### config.mk
export PLATFORM = sky130hd
export DESIGN_NAME = biu_data_pipe
export DESIGN_NICKNAME = d
export VERILOG_FILES = /design/src/logic/biu_data_pipe.sv
export SDC_FILE = /design/constraint.sdc
export NUM_CORES = 1
export LEC_CHECK = 0
export BUFFER_PORTS_ARGS = -buffer_cell sky130_fd_sc_hd__buf_4
export CORE_UTILIZATION = 42
export DETAILED_ROUTE_END_ITERATION = 12
export PLACE_DENSITY = 0.86
export SLEW_MARGIN = 20
export SYNTH_ARGS = -nofsm -noshare
export SYNTH_HDL_FRONTEND = slang
export SYNTH_SLANG_ARGS = --single-unit
### constraint.sdc
create_clock -name HCLK -period 1.1 [get_ports HCLK]
set_input_delay 0.165 -clock HCLK [delete_from_list [all_inputs] [get_ports HCLK]]
set_output_delay 0.165 -clock HCLK [all_outputs]
set_load 0.01 [all_outputs]
### src/logic/biu_data_pipe.sv
////////////////////////////////////////////////////////////////////////////
// one HREADY-gated stage, no reset, q_o is valid one accepted cycle later
////////////////////////////////////////////////////////////////////////////
`timescale 1ns/1ps

module biu_data_pipe #(
  parameter type payload_t = logic [31:0]
)
(
  input  logic     HCLK,
  input  logic     en_i,   // HREADY
  input  payload_t d_i,
  output payload_t q_o
);

  // holds while the bus is stalled
  always_ff @(posedge HCLK)
  begin
    if (en_i)
      q_o <= d_i;
  end

endmodule

Word-level counts from Yosys, hierarchy flattened --
Index checks and enable logic that the tools add are counted. Widths: inputs -> output; s select.
Operators by class: $add $sub $neg 0, $mul 0, divide/modulo/power cells 0, order comparisons 0, equal/unequal tests 0, shift operators 0, multiplexer cells 0, bitwise logic cells 0, reduce and logical (&&, ||, !) cells 0
Word-level totals: register bits after elaboration 32, latch bits 0, RAM bits 0, bits in read-only memories 0, output and inout bits 32, logic and storage cells 1, memories kept 0

Depth between registers and ports, before layout --
Gate-level depths: netlist (run 1).
depth after elaboration 0, depth in mapped cells 0, gate-level depth less buffers 0

Worst setup path after synthesis (run 1) --
OpenSTA, ideal clock, no wires.
path type register -> output, from register q_o[0] (netlist name), to output q_o[0] (netlist name), arrival 0.394 ns, required time 0.935 ns, path slack 0.541 ns, stages on the path, launching flop included 1, path buffers 0, cell sequence edfxtp_1
RTL lines:
- from (decl) | line 13 | output payload_t q_o
- from (signal assigned) | line 20 | q_o <= d_i;
No word-level cell between the ends.

Final worst setup path (run 1) --
from register q_o[7] (netlist name), to output q_o[7] (netlist name)
No word-level cell between the ends.

==> results of run 1 <==
routing by layer:
layer,part of all wire,vias to the layer above,global-route usage
met5,0,-,0
met4,0.0076,0,0.0714
li1,-,304,-
met3,0.069,2,0.0679
met2,0.59,37,0.336
met1,0.34,290,0.169
kinds of logic after synthesis:
group / after synthesis / share of synthesized area
flip-flops: 32 / 1.00
metrics by stage:
step	power, mW	instances	instance area, um^2	utilization
floorplan	1.55	32	961	-
global placement	1.79	124	1480	0.719
detailed placement	1.81	124	1480	0.719
CTS	2.67	142	1660	0.805
global route	2.74	147	1710	0.829
finish	2.65	147	1710	0.829
cells in the mapped netlist:
cell type                  count
sky130_fd_sc_hd__edfxtp_1     32
worst min-delay path by stage:
| stage | startpoint | endpoint | slack (ns) | cells past startpoint |
|---|---|---|---|---|
| 2_1_floorplan | d_i[0] | q_o[0]$_DFFE_PP_ | 0.26 | 0 |
| 3_3_place_gp | d_i[28] | q_o[28]$_DFFE_PP_ | 0.34 | 1 |
| 3_5_place_dp | d_i[31] | q_o[31]$_DFFE_PP_ | 0.34 | 1 |
| 4_1_cts | d_i[12] | q_o[12]$_DFFE_PP_ | 0.001 | 1 |
| 5_1_grt | d_i[15] | q_o[15]$_DFFE_PP_ | -0.004 | 1 |
| 6_report | d_i[1] | q_o[1]$_DFFE_PP_ | 0.02 | 1 |
final cells by class:
type,count,area share
clock inverters,2,0.0205
flip-flops and latches,32,0.562
clock buffers,6,0.0242
well taps,27,0.0198
repair buffers,80,0.373
report_power, final:
part / switching (mW) / internal [mW] / leakage, nW
Sequential: 0.0299 / 1.45 / 0.313
Clock: 0.358 / 0.476 / 0.0422
Combinational: 0.127 / 0.214 / 0.375
==> key figures, run 1 <==
Route
  • Drt drc: 0
  • Vias per std cell: 4.31
  • Final Routed Wirelength: 2100 um
  • Wire length per cell: 14.3 um
  • Number of DRC markers after the initial detailed-route iteration: 12
  • DRT Pass-1 Iters: 3
  • Routed Antenna Nets: 0
  • Number of vias after detailed routing: 633

Critical path
  • Worst path bufs/invs: 1
  • Highest fanout seen on the critical path: 1
  • WS Path Type: reg2out
  • CP endpoint: q_o[7]
  • Critical Path Start Type: flip-flop
  • Kind of capture point of the worst setup path: primary output
  • Crit path largest cell delay: 0.41 ns
  • Crit-path leading delay family: flip-flops
  • Worst path arrival time: 0.89 ns
  • Logic depth of the worst path, buffers included: 1
  • Launch point of the critical path: q_o[7]$_DFFE_PP_
  • Critical Path Slowest Stage Cell: sky130_fd_sc_hd__edfxtp_1
  • Data required time of the worst path: ~0.94 ns
  • Cell chain of the critical path: buf_4

Floorplanning
  • Rows: 16
  • Standard cell core area: around 0.0021 mm^2
  • Width of the die: about 50 um
  • Number of top-level pins: 66
  • Effective utilization at floorplan: 0.466
  • Height of the die: 49.8 um
  • Die footprint: 0.00248 mm^2

Power and ir drop
  • Static Leakage: 0.730 nW
  • Max IR drop VDD: 1.35 mV
  • Power Dens Cells: 1550 mW/mm^2

Finish
  • Most used cells in the layout excluding fill and tap cells: sky130_fd_sc_hd__buf_4, sky130_fd_sc_hd__edfxtp_1, sky130_fd_sc_hd__dlygate4sd3_1
  • Number of inserted diodes: 0
  • Commonest non-fill, non-tap cell in the layout: sky130_fd_sc_hd__buf_4
  • Flip-flop count of the largest register after layout: 32
  • Final net count: 153
  • Number of fillers in the final layout: 99
  • Layout cells sized above 1: 0.600
  • Layout Area Growth over Synthesis: 77.9%
  • Sequential cell area in the final layout: 961 um^2
  • Largest Register: q_o
  • Registers with the highest flip-flop counts: q_o (32)
  • Multi-input gate area in the final layout: 0 um^2
  • Number of multi-input logic gates: 0

STA
  • Relative slew margins: 0.744
  • Accumulated negative setup slack: 0 ns
  • Minimum setup slack in the final design: about 0.045 ns
  • Share of the cycle needed by the critical path after routing: 0.959
  • RSZ-0062 raised after global routing: false
  • Max-slew violation total from the final report: 0
  • Measured slew at the worst slew-check pin: 0.384 ns
  • Setup violation total in the final timing report: 0
  • Worst Hold Margin: 0.0235 ns
  • Max Freq: 0.948 GHz
  • Final min period: 1.05 ns
  • Number of endpoints with negative hold slack in the final report: 0

Synth
  • Post-Syn Area: slightly below 0.001 mm^2
  • Largest cells by area after synthesis: sky130_fd_sc_hd__edfxtp_1
  • Average cell area after synthesis: between 30 and 40 um^2
  • Flop and latch count out of synthesis: 32
  • Post-synth top area share: 1.00
  • Count of synthesis-stage warnings from yosys: 0
  • Synth Net Count: 66
  • Portion of the post-synthesis area used by sequential elements: 1.00
  • Gate count after technology mapping: 32
  • Library cell occupying the most area in the post-synthesis netlist: sky130_fd_sc_hd__edfxtp_1
  • Count of cell types in the netlist: 1

Placed design
  • Worst slack at placement: approximately 0.24 ns
  • Weighted congestion at the end of routability-driven global placement: 0.603
  • Total of buffers placed on input and output ports: 65

Clock tree
  • Clock tree buffer depth: 2
  • Number of buffers inserted by post-CTS setup repair: 0
  • CTS tree: built
  • Clock root cell: sky130_fd_sc_hd__clkbuf_4
  • Clk slew on worst S/H paths: 0.10 ns
  • Number of gates resized after cts: 0
  • Number of sinks handled by clock tree synthesis: 32
  • CTS Buf Count: 5
  • Total number of H-tree levels: 2
  • Number of buffers added to fix hold violations after cts: 10

Global routing
  • Number of antenna violations at the first check in global routing: 0
  • Overflow left after global routing: 0
  • Largest net degree at the start of global routing: 33
  • Via count of the first global-routing pass: 628
  • Global-route wire length before repair: 2930 um
  • Gr usage total: 0.178

Hold path
  • Class of the most critical hold timing path: in2reg

Flow run
  • Max-cap check violation count: 0

Status
  • Outcome: complete, no violations
Note: power is estimated with default switching activity, not from simulation.
==> run 2, diff against run 1 <==
--- a/config.mk
+++ b/config.mk
@@ -9,7 +9,6 @@
 export CORE_UTILIZATION = 42
 export DETAILED_ROUTE_END_ITERATION = 12
 export PLACE_DENSITY = 0.86
-export SLEW_MARGIN = 20
 export SYNTH_ARGS = -nofsm -noshare
 export SYNTH_HDL_FRONTEND = slang
 export SYNTH_SLANG_ARGS = --single-unit
==> constraint.sdc (replaced) <==
create_clock -name HCLK -period 1.1 [get_ports HCLK]
set_input_delay 0.11 -clock HCLK [delete_from_list [all_inputs] [get_ports HCLK]]
set_output_delay 0.11 -clock HCLK [all_outputs]
set_load 0.01 [all_outputs]
==> run 2 against run 1 <==
Against the previous run: setup slack improved by 0.043 ns; cell count is 12% higher; largest cell class unchanged; power up 3.2%.
==> key figures, run 2 (synthesis gave the netlist of run 1 again) <==
Finish
  • Final non-filler cell area: 0.00188 mm^2
  • Flip-flop count of the largest register after layout: 32
  • Final net count: 170
  • Number of fillers in the final layout: 60
  • Largest Register: q_o
  • Multi-input gate area in the final layout: 0 um^2
  • Number of multi-input logic gates: 0
  • Registers with the highest flip-flop counts: q_o (32)
  • Layout Area Growth over Synthesis: 95.6%
  • Layout cells sized above 1: 0.526
  • Commonest non-fill, non-tap cell in the layout: sky130_fd_sc_hd__buf_4
  • Final cell utilization of the core: 0.911
  • Number of inserted diodes: 0
  • Most used cells in the layout excluding fill and tap cells: sky130_fd_sc_hd__buf_4, sky130_fd_sc_hd__dlygate4sd3_1, sky130_fd_sc_hd__edfxtp_1

Global routing
  • Overflow left after global routing: 0
  • Gr usage total: 0.270
  • Global-route wire length before repair: 4460 um
  • Number of antenna violations at the first check in global routing: 0
  • Via count of the first global-routing pass: 857
  • Largest net degree at the start of global routing: 33

Critical path
  • Kind of capture point of the worst setup path: primary output
  • Critical Path Start Type: flip-flop
  • Critical Path Slowest Stage Cell: sky130_fd_sc_hd__edfxtp_1
  • Worst path arrival time: 0.90 ns
  • Worst path bufs/invs: 1
  • Data required time of the worst path: 0.99 ns
  • Cell chain of the critical path: buf_4
  • Highest fanout seen on the critical path: 1
  • WS Path Type: reg2out
  • Crit path largest cell delay: 0.43 ns
  • Crit-path leading delay family: flip-flops

Status
  • Outcome: complete, no violations

STA
  • Minimum setup slack in the final design: roughly 0.089 ns
  • Accumulated negative setup slack: 0 ns
  • Max-slew violation total from the final report: 0
  • Measured slew at the worst slew-check pin: 0.381 ns
  • Final min period: 1.01 ns
  • Number of endpoints with negative hold slack in the final report: 0
  • RSZ-0062 raised after global routing: false
  • Max Freq: 0.989 GHz
  • Relative slew margins: 0.746
  • Setup violation total in the final timing report: 0
  • Share of the cycle needed by the critical path after routing: 0.919

Floorplanning
  • Width of the die: 49.8 um
  • Standard cell core area: 0.00206 mm^2
  • Height of the die: 49.8 um
  • Die footprint: 0.00248 mm^2
  • Rows: 16
  • Number of top-level pins: 66
  • Effective utilization at floorplan: 0.466

Route
  • Wire length per cell: 18.4 um
  • Number of DRC markers after the initial detailed-route iteration: 13
  • Drt drc: 0
  • Routed Antenna Nets: 0
  • Number of vias after detailed routing: 750
  • Final Routed Wirelength: 3020 um
  • DRT Pass-1 Iters: 3
  • Vias per std cell: 4.57

Hold path
  • Class of the most critical hold timing path: in2reg

Clock tree
  • Clk slew on worst S/H paths: 0.10 ns
  • CTS Buf Count: 5
  • Clock tree buffer depth: 2
  • Number of sinks handled by clock tree synthesis: 32
  • CTS tree: built
  • Clock root cell: sky130_fd_sc_hd__clkbuf_4
  • Number of buffers inserted by post-CTS setup repair: 0
  • Number of gates resized after cts: 0
  • Total number of H-tree levels: 2

Placed design
  • Worst slack at placement: between 0.2 and 0.3 ns
  • Weighted congestion at the end of routability-driven global placement: 0.603
  • Total of buffers placed on input and output ports: 65
  • Placed cell areas: roughly 0.0015 mm^2

Power and ir drop
  • Static Leakage: 0.801 nW
  • Power Dens Cells: 1460 mW/mm^2
  • Max IR drop VDD: between 1 and 1.5 mV

Flow run
  • Max-cap check violation count: 0
## run 2: where the power goes
part | internal [mW] | switching, mW | leakage [nW] | total, mW
sequential | 1.45 | 0.0396 | 0.313 | 1.49
clock | 0.476 | 0.367 | 0.0422 | 0.843
combinational | 0.255 | 0.152 | 0.446 | 0.407
total | 2.18 | 0.558 | 0.801 | 2.74
## run 2: area by class of cell
cell class / count / area (um^2) / area share
Tap cell: 27 / 33.8 / 0.0180
Timing Repair Buffer: 97 / 808 / 0.430
Sequential cell: 32 / 961 / 0.511
Clock inverter: 2 / 35.0 / 0.0186
Clock buffer: 6 / 41.3 / 0.0220
## run 2: worst paths after layout
check	startpoint	endpoint	depth (start not counted)
max	q_o[27]$_DFFE_PP_	q_o[27]	1
min	en_i	q_o[24]$_DFFE_PP_	1
## run 2: metrics by stage
stage | hold slack, ns | std cells | total power, mW
2_1_floorplan | 0.209 | 32 | 1.55
3_3_place_gp | 0.288 | 124 | 1.79
3_5_place_dp | 0.289 | 124 | 1.81
4_1_cts | 0.214 | 164 | 2.73
5_1_grt | 0.237 | 164 | 2.82
6_report | 0.241 | 164 | 2.74
## run 2: repair_timing
item / in CTS / in global routing
endpoints found under the setup margin: 0 / 0
endpoints found under the hold margin: 32 / 0
hold buffers: 32 / 0
## run 2: metal layers
metal  track usage  vias to the layer above  share of wire
li1              -                      335              -
met1         0.269                      375           0.35
met2         0.536                       38           0.59
met3        0.0772                        2          0.048
met4        0.0619                        0         0.0046
met5             0                        -              0
==> run 3, diff against run 2 <==
--- a/config.mk
+++ b/config.mk
@@ -9,6 +9,7 @@
 export CORE_UTILIZATION = 42
 export DETAILED_ROUTE_END_ITERATION = 12
 export PLACE_DENSITY = 0.86
+export RECOVER_POWER = 25
 export SYNTH_ARGS = -nofsm -noshare
 export SYNTH_HDL_FRONTEND = slang
 export SYNTH_SLANG_ARGS = --single-unit
==> run 3 against run 2 <==
Against the previous run: routed wire length up 0.66%; utilization is 0.12 points lower; via count increased by 0.27%; non-clock buffer count unchanged; clock power is essentially flat; die area stayed put; setup slack better by 0.00098 ns; combinational power hardly changed; critical path type unchanged; largest cell class unchanged; highest routed layer unchanged.
==> key figures, run 3 (synthesis gave the netlist of run 1 again) <==
Status
  • Outcome: complete, no violations

Floorplanning
  • Rows: 16
  • Effective utilization at floorplan: 0.466
  • Width of the die: around 50 um
  • Die footprint: around 0.0025 mm^2
  • Standard cell core area: 0.00206 mm^2
  • Number of top-level pins: 66
  • Height of the die: between 40 and 50 um

Flow run
  • Max-cap check violation count: 0

STA
  • Worst Hold Margin: 0.515 ns
  • Minimum setup slack in the final design: 0.0896 ns
  • Max-slew violation total from the final report: 0
  • Share of the cycle needed by the critical path after routing: 0.919
  • RSZ-0062 raised after global routing: false
  • Max Freq: 0.990 GHz
  • Accumulated negative setup slack: 0 ns
  • Relative slew margins: 0.499
  • Measured slew at the worst slew-check pin: between 0.7 and 0.8 ns
  • Setup violation total in the final timing report: 0
  • Final min period: between 1 and 1.5 ns
  • Number of endpoints with negative hold slack in the final report: 0

Finish
  • Flip-flop count of the largest register after layout: 32
  • Commonest non-fill, non-tap cell in the layout: sky130_fd_sc_hd__buf_4
  • Multi-input gate area in the final layout: 0 um^2
  • Most used cells in the layout excluding fill and tap cells: sky130_fd_sc_hd__buf_4, sky130_fd_sc_hd__dlygate4sd3_1, sky130_fd_sc_hd__edfxtp_1
  • Layout cells sized above 1: 0.526
  • Layout Area Growth over Synthesis: 95.3%
  • Largest Register: q_o
  • Registers with the highest flip-flop counts: q_o (32)
  • Final net count: 170
  • Number of multi-input logic gates: 0
  • Number of inserted diodes: 0

Critical path
  • Highest fanout seen on the critical path: 1
  • Worst path arrival time: 0.90 ns
  • Crit-path leading delay family: flip-flops
  • Crit path largest cell delay: 0.43 ns
  • Critical Path Start Type: flip-flop
  • Logic depth of the worst path, buffers included: 1
  • Critical Path Slowest Stage Cell: sky130_fd_sc_hd__edfxtp_1
  • WS Path Type: reg2out
  • Cell chain of the critical path: buf_4
  • Kind of capture point of the worst setup path: primary output
  • Data required time of the worst path: 0.99 ns
  • Worst path bufs/invs: 1

Route
  • Wire length per cell: approximately 19 um
  • DRT Pass-1 Iters: 3
  • Drt drc: 0
  • Number of vias after detailed routing: between 700 and 800
  • Final Routed Wirelength: between 3000 and 4000 um
  • Vias per std cell: 4.59
  • Number of DRC markers after the initial detailed-route iteration: 13
  • Routed Antenna Nets: 0

Clock tree
  • CTS Buf Count: 5
  • Total number of H-tree levels: 2
  • Clk slew on worst S/H paths: 0.10 ns
  • Clock tree buffer depth: 2
  • Clock root cell: sky130_fd_sc_hd__clkbuf_4
  • Number of sinks handled by clock tree synthesis: 32
  • CTS tree: built
  • Number of gates resized after cts: 0

Power and ir drop
  • Static Leakage: between 0.8 and 0.9 nW
  • Clock group share of total power: 0.308
  • Sequential power share: 0.544
  • Switching Share: 0.204
  • Combinational power share: 0.148
  • Max IR drop VDD: 1.43 mV
  • Power Dens Cells: 1460 mW/mm^2
  • Net switching power: 0.560 mW
  • Design internal power: 2.18 mW

Placed design
  • Total of buffers placed on input and output ports: 65
  • Worst slack at placement: roughly 0.30 ns
  • Weighted congestion at the end of routability-driven global placement: about 0.6

Global routing
  • Global-route wire length before repair: ~4500 um
  • Via count of the first global-routing pass: 857
  • Gr usage total: 0.270
  • Largest net degree at the start of global routing: 33
  • Overflow left after global routing: 0
  • Number of antenna violations at the first check in global routing: 0

Hold path
  • Cell count of the worst hold path: 2
  • Class of the most critical hold timing path: in2reg
-- run 3: final cells by class --
class,count,area (um^2)
Fill cell,61,185
Clock buffer,6,41.3
Sequential cell,32,961
Tap cell,27,33.8
Clock inverter,2,35.0
Timing Repair Buffer,97,806
-- run 3: power by group through the flow --
stage / logic [mW] / registers [mW] / clock network, mW
global route: 0.424 / 1.50 / 0.901
detailed placement: 0.300 / 1.51 / 0
global placement: 0.293 / 1.50 / 0
CTS: 0.392 / 1.48 / 0.861
floorplan: 0 / 1.55 / 0
finish: 0.405 / 1.49 / 0.844
-- run 3: metrics by stage --
step                total power, mW  utilization  cells  instance area [um^2]
floorplan                      1.55            -     32                   961
global placement               1.79        0.719    124                  1480
detailed placement             1.81        0.719    124                  1480
CTS                            2.73        0.911    164                  1880
global route                   2.82        0.910    164                  1880
finish                         2.74        0.910    164                  1880
-- run 3: metal layers --
metal  global-route usage  vias up  part of all wire
met3               0.0772        2             0.048
met5                    0        -                 0
met4               0.0619        0            0.0046
met2                0.536       38              0.59
li1                     -      335                 -
met1                0.269      377              0.36
-- run 3: final timing paths --
path	to	from
worst max-delay path	q_o[27]	q_o[27]$_DFFE_PP_
worst min-delay path	q_o[29]$_DFFE_PP_	d_i[29]
-- run 3: timing repair --
item,in CTS,in global routing
endpoints found under the hold margin,32,0
hold buffers,32,0
setup buffers,0,0
