==> src/logic/biu_consts.svh <==
////////////////////////////////////////////////////////////////////////////
// 32-bit data and address only, DWORD transfers are not supported
// SRAM slave decodes a 16 KiB window, its top 1 KiB answers ERROR
////////////////////////////////////////////////////////////////////////////
`ifndef BIU_CONSTS_SVH
`define BIU_CONSTS_SVH

// bus widths
`define BIU_DATA_W 32
`define BIU_ADDR_W 32
`define BIU_TAG_W  8

// HPROT bits, bufferable bit 2 always left clear
`define HPROT_W     4
`define HPROT_DATA  4'b0001  // data access, else opcode fetch
`define HPROT_PRIV  4'b0010  // privileged, else user
`define HPROT_CACHE 4'b1000  // cacheable

// on-chip SRAM slave
`define SRAM_WORDS    4096   // 16 KiB of 32-bit words
`define SRAM_ERR_BASE 'h3C00 // error region up to end of window

`endif

==> src/logic/biu_pkg.sv <==
////////////////////////////////////////////////////////////////////////////
// biu_type_t follows the AHB HBURST encoding order
////////////////////////////////////////////////////////////////////////////
`include "biu_consts.svh"

package biu_pkg;

  // core side transfer size
  typedef enum logic [1:0] {
    BYTE  = 2'd0,
    HWORD = 2'd1,
    WORD  = 2'd2
  } biu_size_t;

  // core side burst type
  typedef enum logic [2:0] {
    SINGLE, INCR, WRAP4, INCR4, WRAP8, INCR8, WRAP16, INCR16
  } biu_type_t;

  // protection flags, data in bit 0
  typedef struct packed {
    logic cache;
    logic priv;
    logic data;
  } biu_prot_t;

  typedef enum logic [1:0] {
    HTRANS_IDLE, HTRANS_BUSY, HTRANS_NONSEQ, HTRANS_SEQ
  } htrans_t;

  typedef enum logic [2:0] {
    HBURST_SINGLE, HBURST_INCR, HBURST_WRAP4, HBURST_INCR4,
    HBURST_WRAP8, HBURST_INCR8, HBURST_WRAP16, HBURST_INCR16
  } hburst_t;

  typedef enum logic {HRESP_OKAY, HRESP_ERROR} hresp_t;

  // address and tag of one beat, follows it into the data phase
  typedef struct packed {
    logic [`BIU_ADDR_W-1:0] addr;
    logic [`BIU_TAG_W-1:0]  tag;
  } biu_meta_t;

  // burst type to HBURST, shared by sequencer and counter
  function automatic hburst_t biu_type2hburst(input biu_type_t t);
    case (t)
      SINGLE : return HBURST_SINGLE;
      INCR   : return HBURST_INCR;
      WRAP4  : return HBURST_WRAP4;
      INCR4  : return HBURST_INCR4;
      WRAP8  : return HBURST_WRAP8;
      INCR8  : return HBURST_INCR8;
      WRAP16 : return HBURST_WRAP16;
      default: return HBURST_INCR16;
    endcase
  endfunction

endpackage

==> src/logic/biu_burst_cnt.sv <==
////////////////////////////////////////////////////////////////////////////
// address and beat counter, load/step/clear come in HREADY-qualified
// INCR bursts keep the count at zero and take a fresh tag per beat
////////////////////////////////////////////////////////////////////////////
`timescale 1ns/1ps
`include "biu_consts.svh"

module biu_burst_cnt
  import biu_pkg::*;
(
  input  logic                   HCLK,
  input  logic                   HRESETn,
  input  logic                   load_i,
  input  logic                   step_i,
  input  logic                   clear_i,
  input  logic [`BIU_ADDR_W-1:0] addr_i,
  input  biu_type_t              type_i,
  input  biu_size_t              size_i,
  input  logic [`BIU_TAG_W-1:0]  tag_i,
  output logic [`BIU_ADDR_W-1:0] haddr_o,
  output logic [`BIU_TAG_W-1:0]  tag_o,    // tag of current address phase
  output logic                   last_o
);

  logic [3:0] cnt_q;       // beats remaining minus one
  hburst_t    burst_q;
  biu_size_t  size_q;

  // burst length minus one
  function automatic logic [3:0] burst2cnt(input hburst_t b);
    case (b)
      HBURST_WRAP4, HBURST_INCR4  : return 4'd3;
      HBURST_WRAP8, HBURST_INCR8  : return 4'd7;
      HBURST_WRAP16, HBURST_INCR16: return 4'd15;
      default                     : return 4'd0;
    endcase
  endfunction

  // increment, align to size, then keep upper bits for wrapping bursts
  function automatic logic [`BIU_ADDR_W-1:0] nxt_addr(
    input logic [`BIU_ADDR_W-1:0] a,
    input hburst_t                b,
    input biu_size_t              s
  );
    logic [4:0]             sh;
    logic [`BIU_ADDR_W-1:0] lin;
    logic [`BIU_ADDR_W-1:0] keep;
    sh   = {3'b000, s};
    lin  = a + (`BIU_ADDR_W'(1) << sh);
    lin  = lin & ({`BIU_ADDR_W{1'b1}} << sh);
    case (b)
      HBURST_WRAP4 : keep = {`BIU_ADDR_W{1'b1}} << (sh + 5'd2);
      HBURST_WRAP8 : keep = {`BIU_ADDR_W{1'b1}} << (sh + 5'd3);
      HBURST_WRAP16: keep = {`BIU_ADDR_W{1'b1}} << (sh + 5'd4);
      default      : keep = '0;           // linear
    endcase
    return (a & keep) | (lin & ~keep);
  endfunction

  always_ff @(posedge HCLK or negedge HRESETn)
  begin
    if (!HRESETn)
    begin
      cnt_q   <= 4'd0;
      burst_q <= HBURST_SINGLE;
      haddr_o <= '0;
    end
    else if (clear_i)
      cnt_q <= 4'd0;                      // burst cut short by ERROR
    else if (load_i)
    begin
      cnt_q   <= burst2cnt(biu_type2hburst(type_i));
      burst_q <= biu_type2hburst(type_i);
      haddr_o <= addr_i;
    end
    else if (step_i)
    begin
      haddr_o <= nxt_addr(haddr_o, burst_q, size_q);
      if (cnt_q != 4'd0)
        cnt_q <= cnt_q - 4'd1;
    end
  end

  // size and tag are payload only
  always_ff @(posedge HCLK)
  begin
    if (load_i && !clear_i)
    begin
      size_q <= size_i;
      tag_o  <= tag_i;
    end
    else if (step_i && !clear_i && burst_q == HBURST_INCR)
      tag_o  <= tag_i;                    // each INCR beat brings its own tag
  end

  assign last_o = (cnt_q == 4'd0);

  // sequencer must not step a fixed burst past its last beat
  a_step_in_range: assert property (@(posedge HCLK) disable iff (!HRESETn)
    (step_i && !clear_i) |-> (cnt_q != 4'd0 || burst_q == HBURST_INCR))
    else $error("burst_cnt: step beyond end of fixed burst");

endmodule

==> config.mk <==
export PLATFORM = sky130hd
export DESIGN_NAME = biu_burst_cnt
export DESIGN_NICKNAME = d
export VERILOG_FILES = /design/src/logic/biu_pkg.sv /design/src/logic/biu_burst_cnt.sv
export VERILOG_INCLUDE_DIRS = /design/src /design/src/logic
export SDC_FILE = /design/constraint.sdc
export NUM_CORES = 1
export LEC_CHECK = 0
export BUFFER_PORTS_ARGS = -buffer_cell sky130_fd_sc_hd__buf_4
export CAP_MARGIN = 20
export CORE_MARGIN = 2
export CORE_UTILIZATION = 53
export DETAILED_ROUTE_END_ITERATION = 10
export GPL_TIMING_DRIVEN = 0
export MAX_ROUTING_LAYER = met4
export PLACE_DENSITY = 0.81
export SLEW_MARGIN = 10
export SYNTH_ARGS = -nofsm -noshare
export SYNTH_HDL_FRONTEND = slang
export SYNTH_SLANG_ARGS = --single-unit
==> constraint.sdc <==
create_clock -name HCLK -period 3.3 [get_ports HCLK]
set_clock_uncertainty 0.15 [all_clocks]
set_input_delay 0.33 -clock HCLK [delete_from_list [all_inputs] [get_ports HCLK]]
set_output_delay 0.33 -clock HCLK [all_outputs]
set_load 0.02 [all_outputs]
After elaboration in Yosys (flattened, before gate mapping)
Index checks and enable logic that the tools add are counted.
{ "totals": {"elab_cells": 70, "reg_bits": 49, "input_bits": 50, "output_inout_bits": 41} }
{ "op_classes": {"n_addsub": 5, "bitwise_logic": 6, "eq_ne": 16, "n_reduce_logical": 17, "muxes": 16, "n_shift": 5} }
{ "ops": {"columns": ["operator", "n"], "rows": [
  ["$mux W32", 5],
  ["$and A32 B32 Y32", 3],
  ["$pmux W32 S3", 1],
  ["$shl A32 B3 Y32 const A", 2],
  ["$add A32 B32 Y32", 1],
  ["$not A32 Y32", 1],
  ["$or A32 B32 Y32", 1],
  ["$shl A1 B2 Y32 const A", 1],
  ["$shl A32 B2 Y32 const A", 1],
  ["$shl A32 B4 Y32 const A", 1],
  ["$eq A3 B3 Y1 const B", 9],
  ["$pmux W3 S7", 1],
  ["$mux W4", 4],
  ["$mux W8", 2],
  ["$eq A3 B2 Y1 const B", 5],
  ["$pmux W4 S3", 1],
  ["$add A2 B2 Y3 const B", 2],
  ["$eq A3 B1 Y1 const B", 2],
  ["$mux W3", 2],
  ["$reduce_and A2 Y1", 3],
  ["$reduce_bool A3 Y1", 2],
  ["$reduce_or A2 Y1", 3],
  ["$add A2 B3 Y4 const B", 1],
  ["$logic_not A4 Y1", 1],
  ["other kinds (7)", 10]
]} }

Logic depth before layout (Yosys ltp)
Gate-level depths: netlist (run 1).
{ "logic_depth": {"depth_word": 11, "ltp_mapped": 11, "depth_no_buf": 10} }

Least setup slack after synthesis (run 1)
No wires, ideal clock.
{ "synth_timing": {"path_kind": "reg-to-reg", "startpoint": "register size_q[1]", "endpoint": "register with a tool-made name", "synth_period_minus_slack_ps": 2843, "setup_slack_ps": 457, "setup_time_ps": 133, "required_ps": 3017, "path_stages_with_launch": 12, "n_path_buf": 1, "arrival_ps": 2560, "path_cell_list": "edfxtp_1 -> clkbuf_1 -> inv_1 -> ha_1 -> nand2_1 -> fa_1 -> nand2b_1 -> a211o_1 -> nor4_4 -> nand2_1 -> o211ai_1 -> o211ai_1"} }
{ "synth_lines": {"columns": ["item", "line_no", "rtl"], "rows": [
  ["start: declaration", "biu_burst_cnt.sv:27", "biu_size_t size_q;"],
  ["start signal: assignment", "biu_burst_cnt.sv:89", "size_q <= size_i;"]
]} }

==> results.toml, run 1 <==
[setup_path]
crit_arrival_ps = 3180
r2r-start = "size_q[1]"
crit_fanout = 10
startpoint = "size_q[1]"
r2r_slack_ps = 170
critPathKind = "flop to flop"
endpoint_kind = "flop"
required_ps = 3350
crit_chain = "inv_1 > ha_1 > nand2_1 > fa_1 > nand2b_1 > a211o_2 > nor3_2 > nand3_1 > o311ai_1"
critPathMaxStageDelay_ps = 550
cp-start-kind = "flop"
cpMaxStageDelayCell = "edfxtp_1"
rr_worst_depth = 9

[drt]
post_drt_wl_per_cell_um = 17.7
avgViaCountPerCell = 6.22
ant_nets = 0
wl_mm = 9.67
vias = 3391
route.detailed.drc = 0
firstDrtPassIters = 5
detail_route.iter0.violations = 290

[clocking]
cts.root.buffer_cell = "clkbuf_8"
cts_buffer_depth = 2
clkTransAtPathRegs_ps = 90
cts-buffers-inserted = 5
clock-sinks = 49
htree_levels = 2
cts_tree = "built"
clk_latency_ps = 310

[power]
total_leakage_power_nw = 1.87
p_int_w = 0.00135
power.density_nw_per_um2 = 508
sw_frac_of_total_pct = 36.8
clock_power_share_pct = 24.2
worst_ir_drop_vdd_uv = 319
p_switching_w = 0.000785
pwr-share-comb_pct = 35.0
seqPwrFrac_pct = 40.9

[timing]
worstMarginPinSlew_ps = 622
max_freq_mhz = 320
maxSlewHeadroom_pct = 58.5
setup_viol = 0
hold_violations = 0
final.setup.worst_slack_ps = 171
post-route-min-period_ps = 3130
final_max_slew_viol_count = 0
rsz0062_at_grt = "false"
setup-tns-final_ps = 0
min_period_over_period_pct = 94.8

[cells_and_area]
postLayoutCoreUtil_pct = 70.5
layout_commonest_cell = "buf_4"
most-common-layout-cells = "92 x buf_4, 46 x nand2_1, 39 x dfrtp_1"
final_layout_size_suffix_gt1_share_pct = 28.3
syn2layout_area_growth_pct = 28.2
antennaDiodeCount = 0
final_nets = 530
fillers = 477

[hold_path]
hold_class = "input port to flop"
hold_depth = 1
hold_end = "tag_o[3]"
hp-start = "tag_i[3]"

[synth]
syn-num-nets = 432
yosys.area.top_type_share_pct = 29.8
synth_edf_count = 10
synth_cell_types = 73
yosys.area.top_type = "dfrtp_1"
synth-seq-area-share_pct = 38.9
async_flop_share_pct = 79.6
yosys_warnings = 0
ys_ff_latch = 49
synth.area.top_cells = "dfrtp_1 30%, edfxtp_1 9.2%, nand2_1 5.3%"
syn_area_per_cell_um2 = 8.83
netlist_area_um2 = 3280
synth_ff_type = "dfrtp_1"
syn_inst = 371

[global_routing]
grt.overflow.total = 0
gr-usage-met1_pct = 39.1
first_global_vias = 3171
top_usage_layer = "met2"
gr-usage-met2_pct = 49.3
grt_util_all_layers_pct = 30.1
antenna_found_initial = 0
grt_first_pass_wirelength_mm = 15.2
grt_max_degree = 40
use_met3_pct = 3.80

[place]
place_hpwl_mm = 7.04
portBuffers = 90
place_ws_ps = -67.5
place_congestion = 0.952

[run_status]
status = "finished clean"

[floorplan]
die_area_um2 = 6830
core_area_um2 = 5960
initial_core_util_pct = 55.0
rows = 28
die_h_um = 82.6
ioPinCount = 91
die_w_um = 82.6

[job]
max-cap-violations = 0
## cell usage after synthesis (all sizes together) (2+ instances only)
cell type / count
a221o: 2
nand2b: 9
nor2b: 2
and3: 10
nor4b: 2
a31o: 2
nor2: 35
o311ai: 5
clkbuf: 11
o21a: 2
a221oi: 2
nand2: 46
buf: 8
xnor2: 2
nor4: 5
a311oi: 3
o2bb2ai: 2
o31a: 4
edfxtp: 10
mux2i: 4
a22oi: 6
dfrtp: 39
ha: 10
inv: 14
a21oi: 20
nand3: 24
a22o: 2
nand4: 9
nor3b: 4
o211ai: 4
and4: 3
or2: 2
a31oi: 6
o21ai: 27
a211oi: 5
a32oi: 3
nor3: 7
## layer usage
metal | share of wire [%] | wire (um)
met4 | 1.3 | 127
met1 | 42 | 4110
met3 | 7.0 | 673
met2 | 49 | 4760
met5 | 0 | 0
## repair_timing
| action | in CTS | in global routing |
|---|---|---|
| setup buffers | 0 | 1 |
| endpoints found under the hold margin | 39 | 0 |
| gates resized for setup | 1 | 2 |
| hold buffers | 1 | 0 |
| endpoints found under the setup margin | 2 | 7 |
| pin swaps | 1 | 1 |
## power groups by stage
stage	Clock, W	Sequential, W	Combinational [W]
finish	0.000516	0.000872	0.000746
global placement	0	0.000871	0.000722
CTS	0.000522	0.000864	0.000745
global route	0.000540	0.000889	0.000815
detailed placement	0	0.000877	0.000741
floorplan	0	0.000958	0.000334
## worst max-delay path, delay by kind of cell, from the launching register on
| kind | cells | cell delay (ps) |
|---|---|---|
| buf+inv | 1 | 180 |
| flops | 1 | 550 |
| compound gates | 2 | 760 |
| fa+ha+maj | 2 | 620 |
| simple gates | 4 | 770 |
## how the worst max path moves through the flow
stage / endpoint / slack (ps) / depth (start not counted)
2_1_floorplan: flop / 460 / 11
3_3_place_gp: flop / 100 / 11
3_5_place_dp: flop / -70 / 10
4_1_cts: flop / 40 / 10
5_1_grt: flop / 7 / 11
6_report: flop / 170 / 9
## through the flow
step	area, um^2	cells	hold slack [ps]	power (W)
2_1_floorplan	3280	371	-116	0.00129
3_3_place_gp	4050	536	191	0.00159
3_5_place_dp	4050	536	190	0.00162
4_1_cts	4200	545	29.3	0.00213
5_1_grt	4200	545	27.5	0.00224
6_report	4200	545	35.0	0.00213
## layout make-up
type                            instances  area, um^2  share of cell area [%]
Timing Repair Buffer                   92         693                    16.5
Buffer                                 18         105                    2.50
Multi-Input combinational cell        289        1850                    43.9
Tap cell                               75        93.8                    2.23
Inverter                               14        52.6                    1.25
Clock inverter                          3        65.1                    1.55
Clock buffer                            5        68.8                    1.64
Sequential cell                        49        1280                    30.4
## logic make-up after synthesis
group / share of synthesized area, %
AND/OR/NAND/NOR: 27.8
AO/OA/AOI/OAI: 21.5
flip-flops: 38.9
buffers and inverters: 4.93
adder cells (fa/ha/maj): 4.43
multiplexers: 1.57
XOR/XNOR: 0.802
Power figures use the tool's default switching activity.
==> inputs of run 2 (changes only) <==
- CORE_UTILIZATION: 53 -> 55
- CTS_BUF_LIST: not set -> sky130_fd_sc_hd__clkbuf_4 sky130_fd_sc_hd__clkbuf_8
- PLACE_DENSITY: 0.81 -> 0.83
==> results.toml, run 2 (same netlist as run 1, synthesis figures left out) <==
[floorplan]
die_h_um = 81.2
initial_core_util_pct = 56.0
core_area_um2 = 5850
die_area_um2 = 6590
ioPinCount = 91
rows = 28
die_w_um = 81.2

[setup_path]
cpMaxStageDelayCell = "edfxtp_1"
cp_num_buf_inv = 2
crit_arrival_ps = 3140
critPathKind = "flop to flop"
required_ps = 3340
cp-start-kind = "flop"
endpoint_kind = "flop"
crit_family = "compound AO/OA/AOI/OAI gates"
crit_fanout = 10
critPathMaxStageDelay_ps = 550
crit_chain = "inv_1 > ha_1 > nand2_1 > fa_1 > nand2b_1 > a211o_2 > nor4_4 > buf_4 > nand2_1 > o211ai_1 > o211ai_1"

[cells_and_area]
most-common-layout-cells = "92 x buf_4, 46 x nand2_1, 39 x dfrtp_1"
layout_commonest_cell = "buf_4"
final_layout_size_suffix_gt1_share_pct = 28.3
syn2layout_area_growth_pct = 28.2
fillers = 469
postLayoutCoreUtil_pct = 71.8
antennaDiodeCount = 0
final_nets = 530

[timing]
rsz0062_at_grt = "false"
hold_ws_ps = 41.1
setup-tns-final_ps = 0
min_period_over_period_pct = 94.0
final_max_slew_viol_count = 0
max_freq_mhz = 322
hold_violations = 0
post-route-min-period_ps = 3100
setup_viol = 0
final.setup.worst_slack_ps = 197
worstMarginPinSlew_ps = 571
maxSlewHeadroom_pct = 61.9

[run_status]
status = "finished clean"

[drt]
firstDrtPassIters = 5
wl_mm = 9.68
route.detailed.drc = 0
detail_route.iter0.violations = 379
avgViaCountPerCell = 6.29
vias = 3426
ant_nets = 0
post_drt_wl_per_cell_um = 17.8

[clocking]
clkTransAtPathRegs_ps = 100
cts_tree = "built"
htree_levels = 2
cts-buffers-inserted = 5
cts_buffer_depth = 2
clk_latency_ps = 310
clock-sinks = 49
cts.root.buffer_cell = "clkbuf_8"

[global_routing]
grt_util_all_layers_pct = 30.7
first_global_vias = 3270
grt.overflow.total = 0
grt_first_pass_wirelength_mm = 15.3
grt_max_degree = 40
antenna_found_initial = 0

[power]
total_leakage_power_nw = 1.87
worst_ir_drop_vdd_uv = 293
power.density_nw_per_um2 = 508

[job]
max-cap-violations = 0

[hold_path]
hold_class = "input port to flop"

[place]
portBuffers = 90
place_hpwl_mm = 6.95
place_ws_ps = 8.25
place_congestion = 0.931
-- run 2: per-layer routing --
metal	share of wire, %	up-vias	track usage (%)
met1	43	1624	38.9
met3	7.3	27	4.00
li1	-	1578	-
met2	47	197	50.7
met5	0	-	-
met4	2.3	0	11.0
-- run 2: worst paths after layout --
| check | cells after the start | from | slack (ps) | to |
|---|---|---|---|---|
| setup reg to reg | 11 | size_q[1] | 200 | flop |
| min in group asynchronous | 2 | HRESETn | 400 | asynchronous set/reset pin |
| max in group asynchronous | 2 | HRESETn | 2230 | cnt_q[1] |
| hold reg to reg | 1 | flop | 420 | flop |
| hold / removal | 1 | tag_i[1] | 40 | tag_o[1] |
| setup / recovery | 11 | size_q[1] | 200 | flop |
-- run 2: layout make-up --
class / instances / area, um^2 / area share [%]
Buffer: 18 / 105 / 2.50
Clock buffer: 5 / 68.8 / 1.64
Clock inverter: 3 / 65.1 / 1.55
Inverter: 14 / 52.6 / 1.25
Multi-Input combinational cell: 289 / 1850 / 43.9
Sequential cell: 49 / 1280 / 30.4
Tap cell: 75 / 93.8 / 2.23
Timing Repair Buffer: 92 / 693 / 16.5
-- run 2: per-stage QoR --
stage,cells,total power [W],instance area (um^2)
finish,545,0.00213,4200
CTS,545,0.00213,4190
global placement,536,0.00159,4050
detailed placement,536,0.00161,4050
floorplan,371,0.00129,3280
global route,545,0.00224,4200
-- run 2: report_power, final --
group | switching (W) | total [W] | leakage, nW | internal [W]
Combinational | 0.000420 | 0.000747 | 1.23 | 0.000327
Sequential | 0.000149 | 0.000870 | 0.572 | 0.000721
Clock | 0.000215 | 0.000517 | 0.0681 | 0.000301
Total | 0.000784 | 0.00213 | 1.87 | 0.00135
-- run 2: repair_timing --
| item | 4_1_cts | 5_1_grt |
|---|---|---|
| hold endpoints to repair | 39 | 0 |
| setup endpoints to repair | 3 | 8 |
| pin swaps | 1 | 1 |
| buffers inserted | 0 | 1 |
| hold buffers | 1 | 0 |
| resized for setup | 0 | 2 |
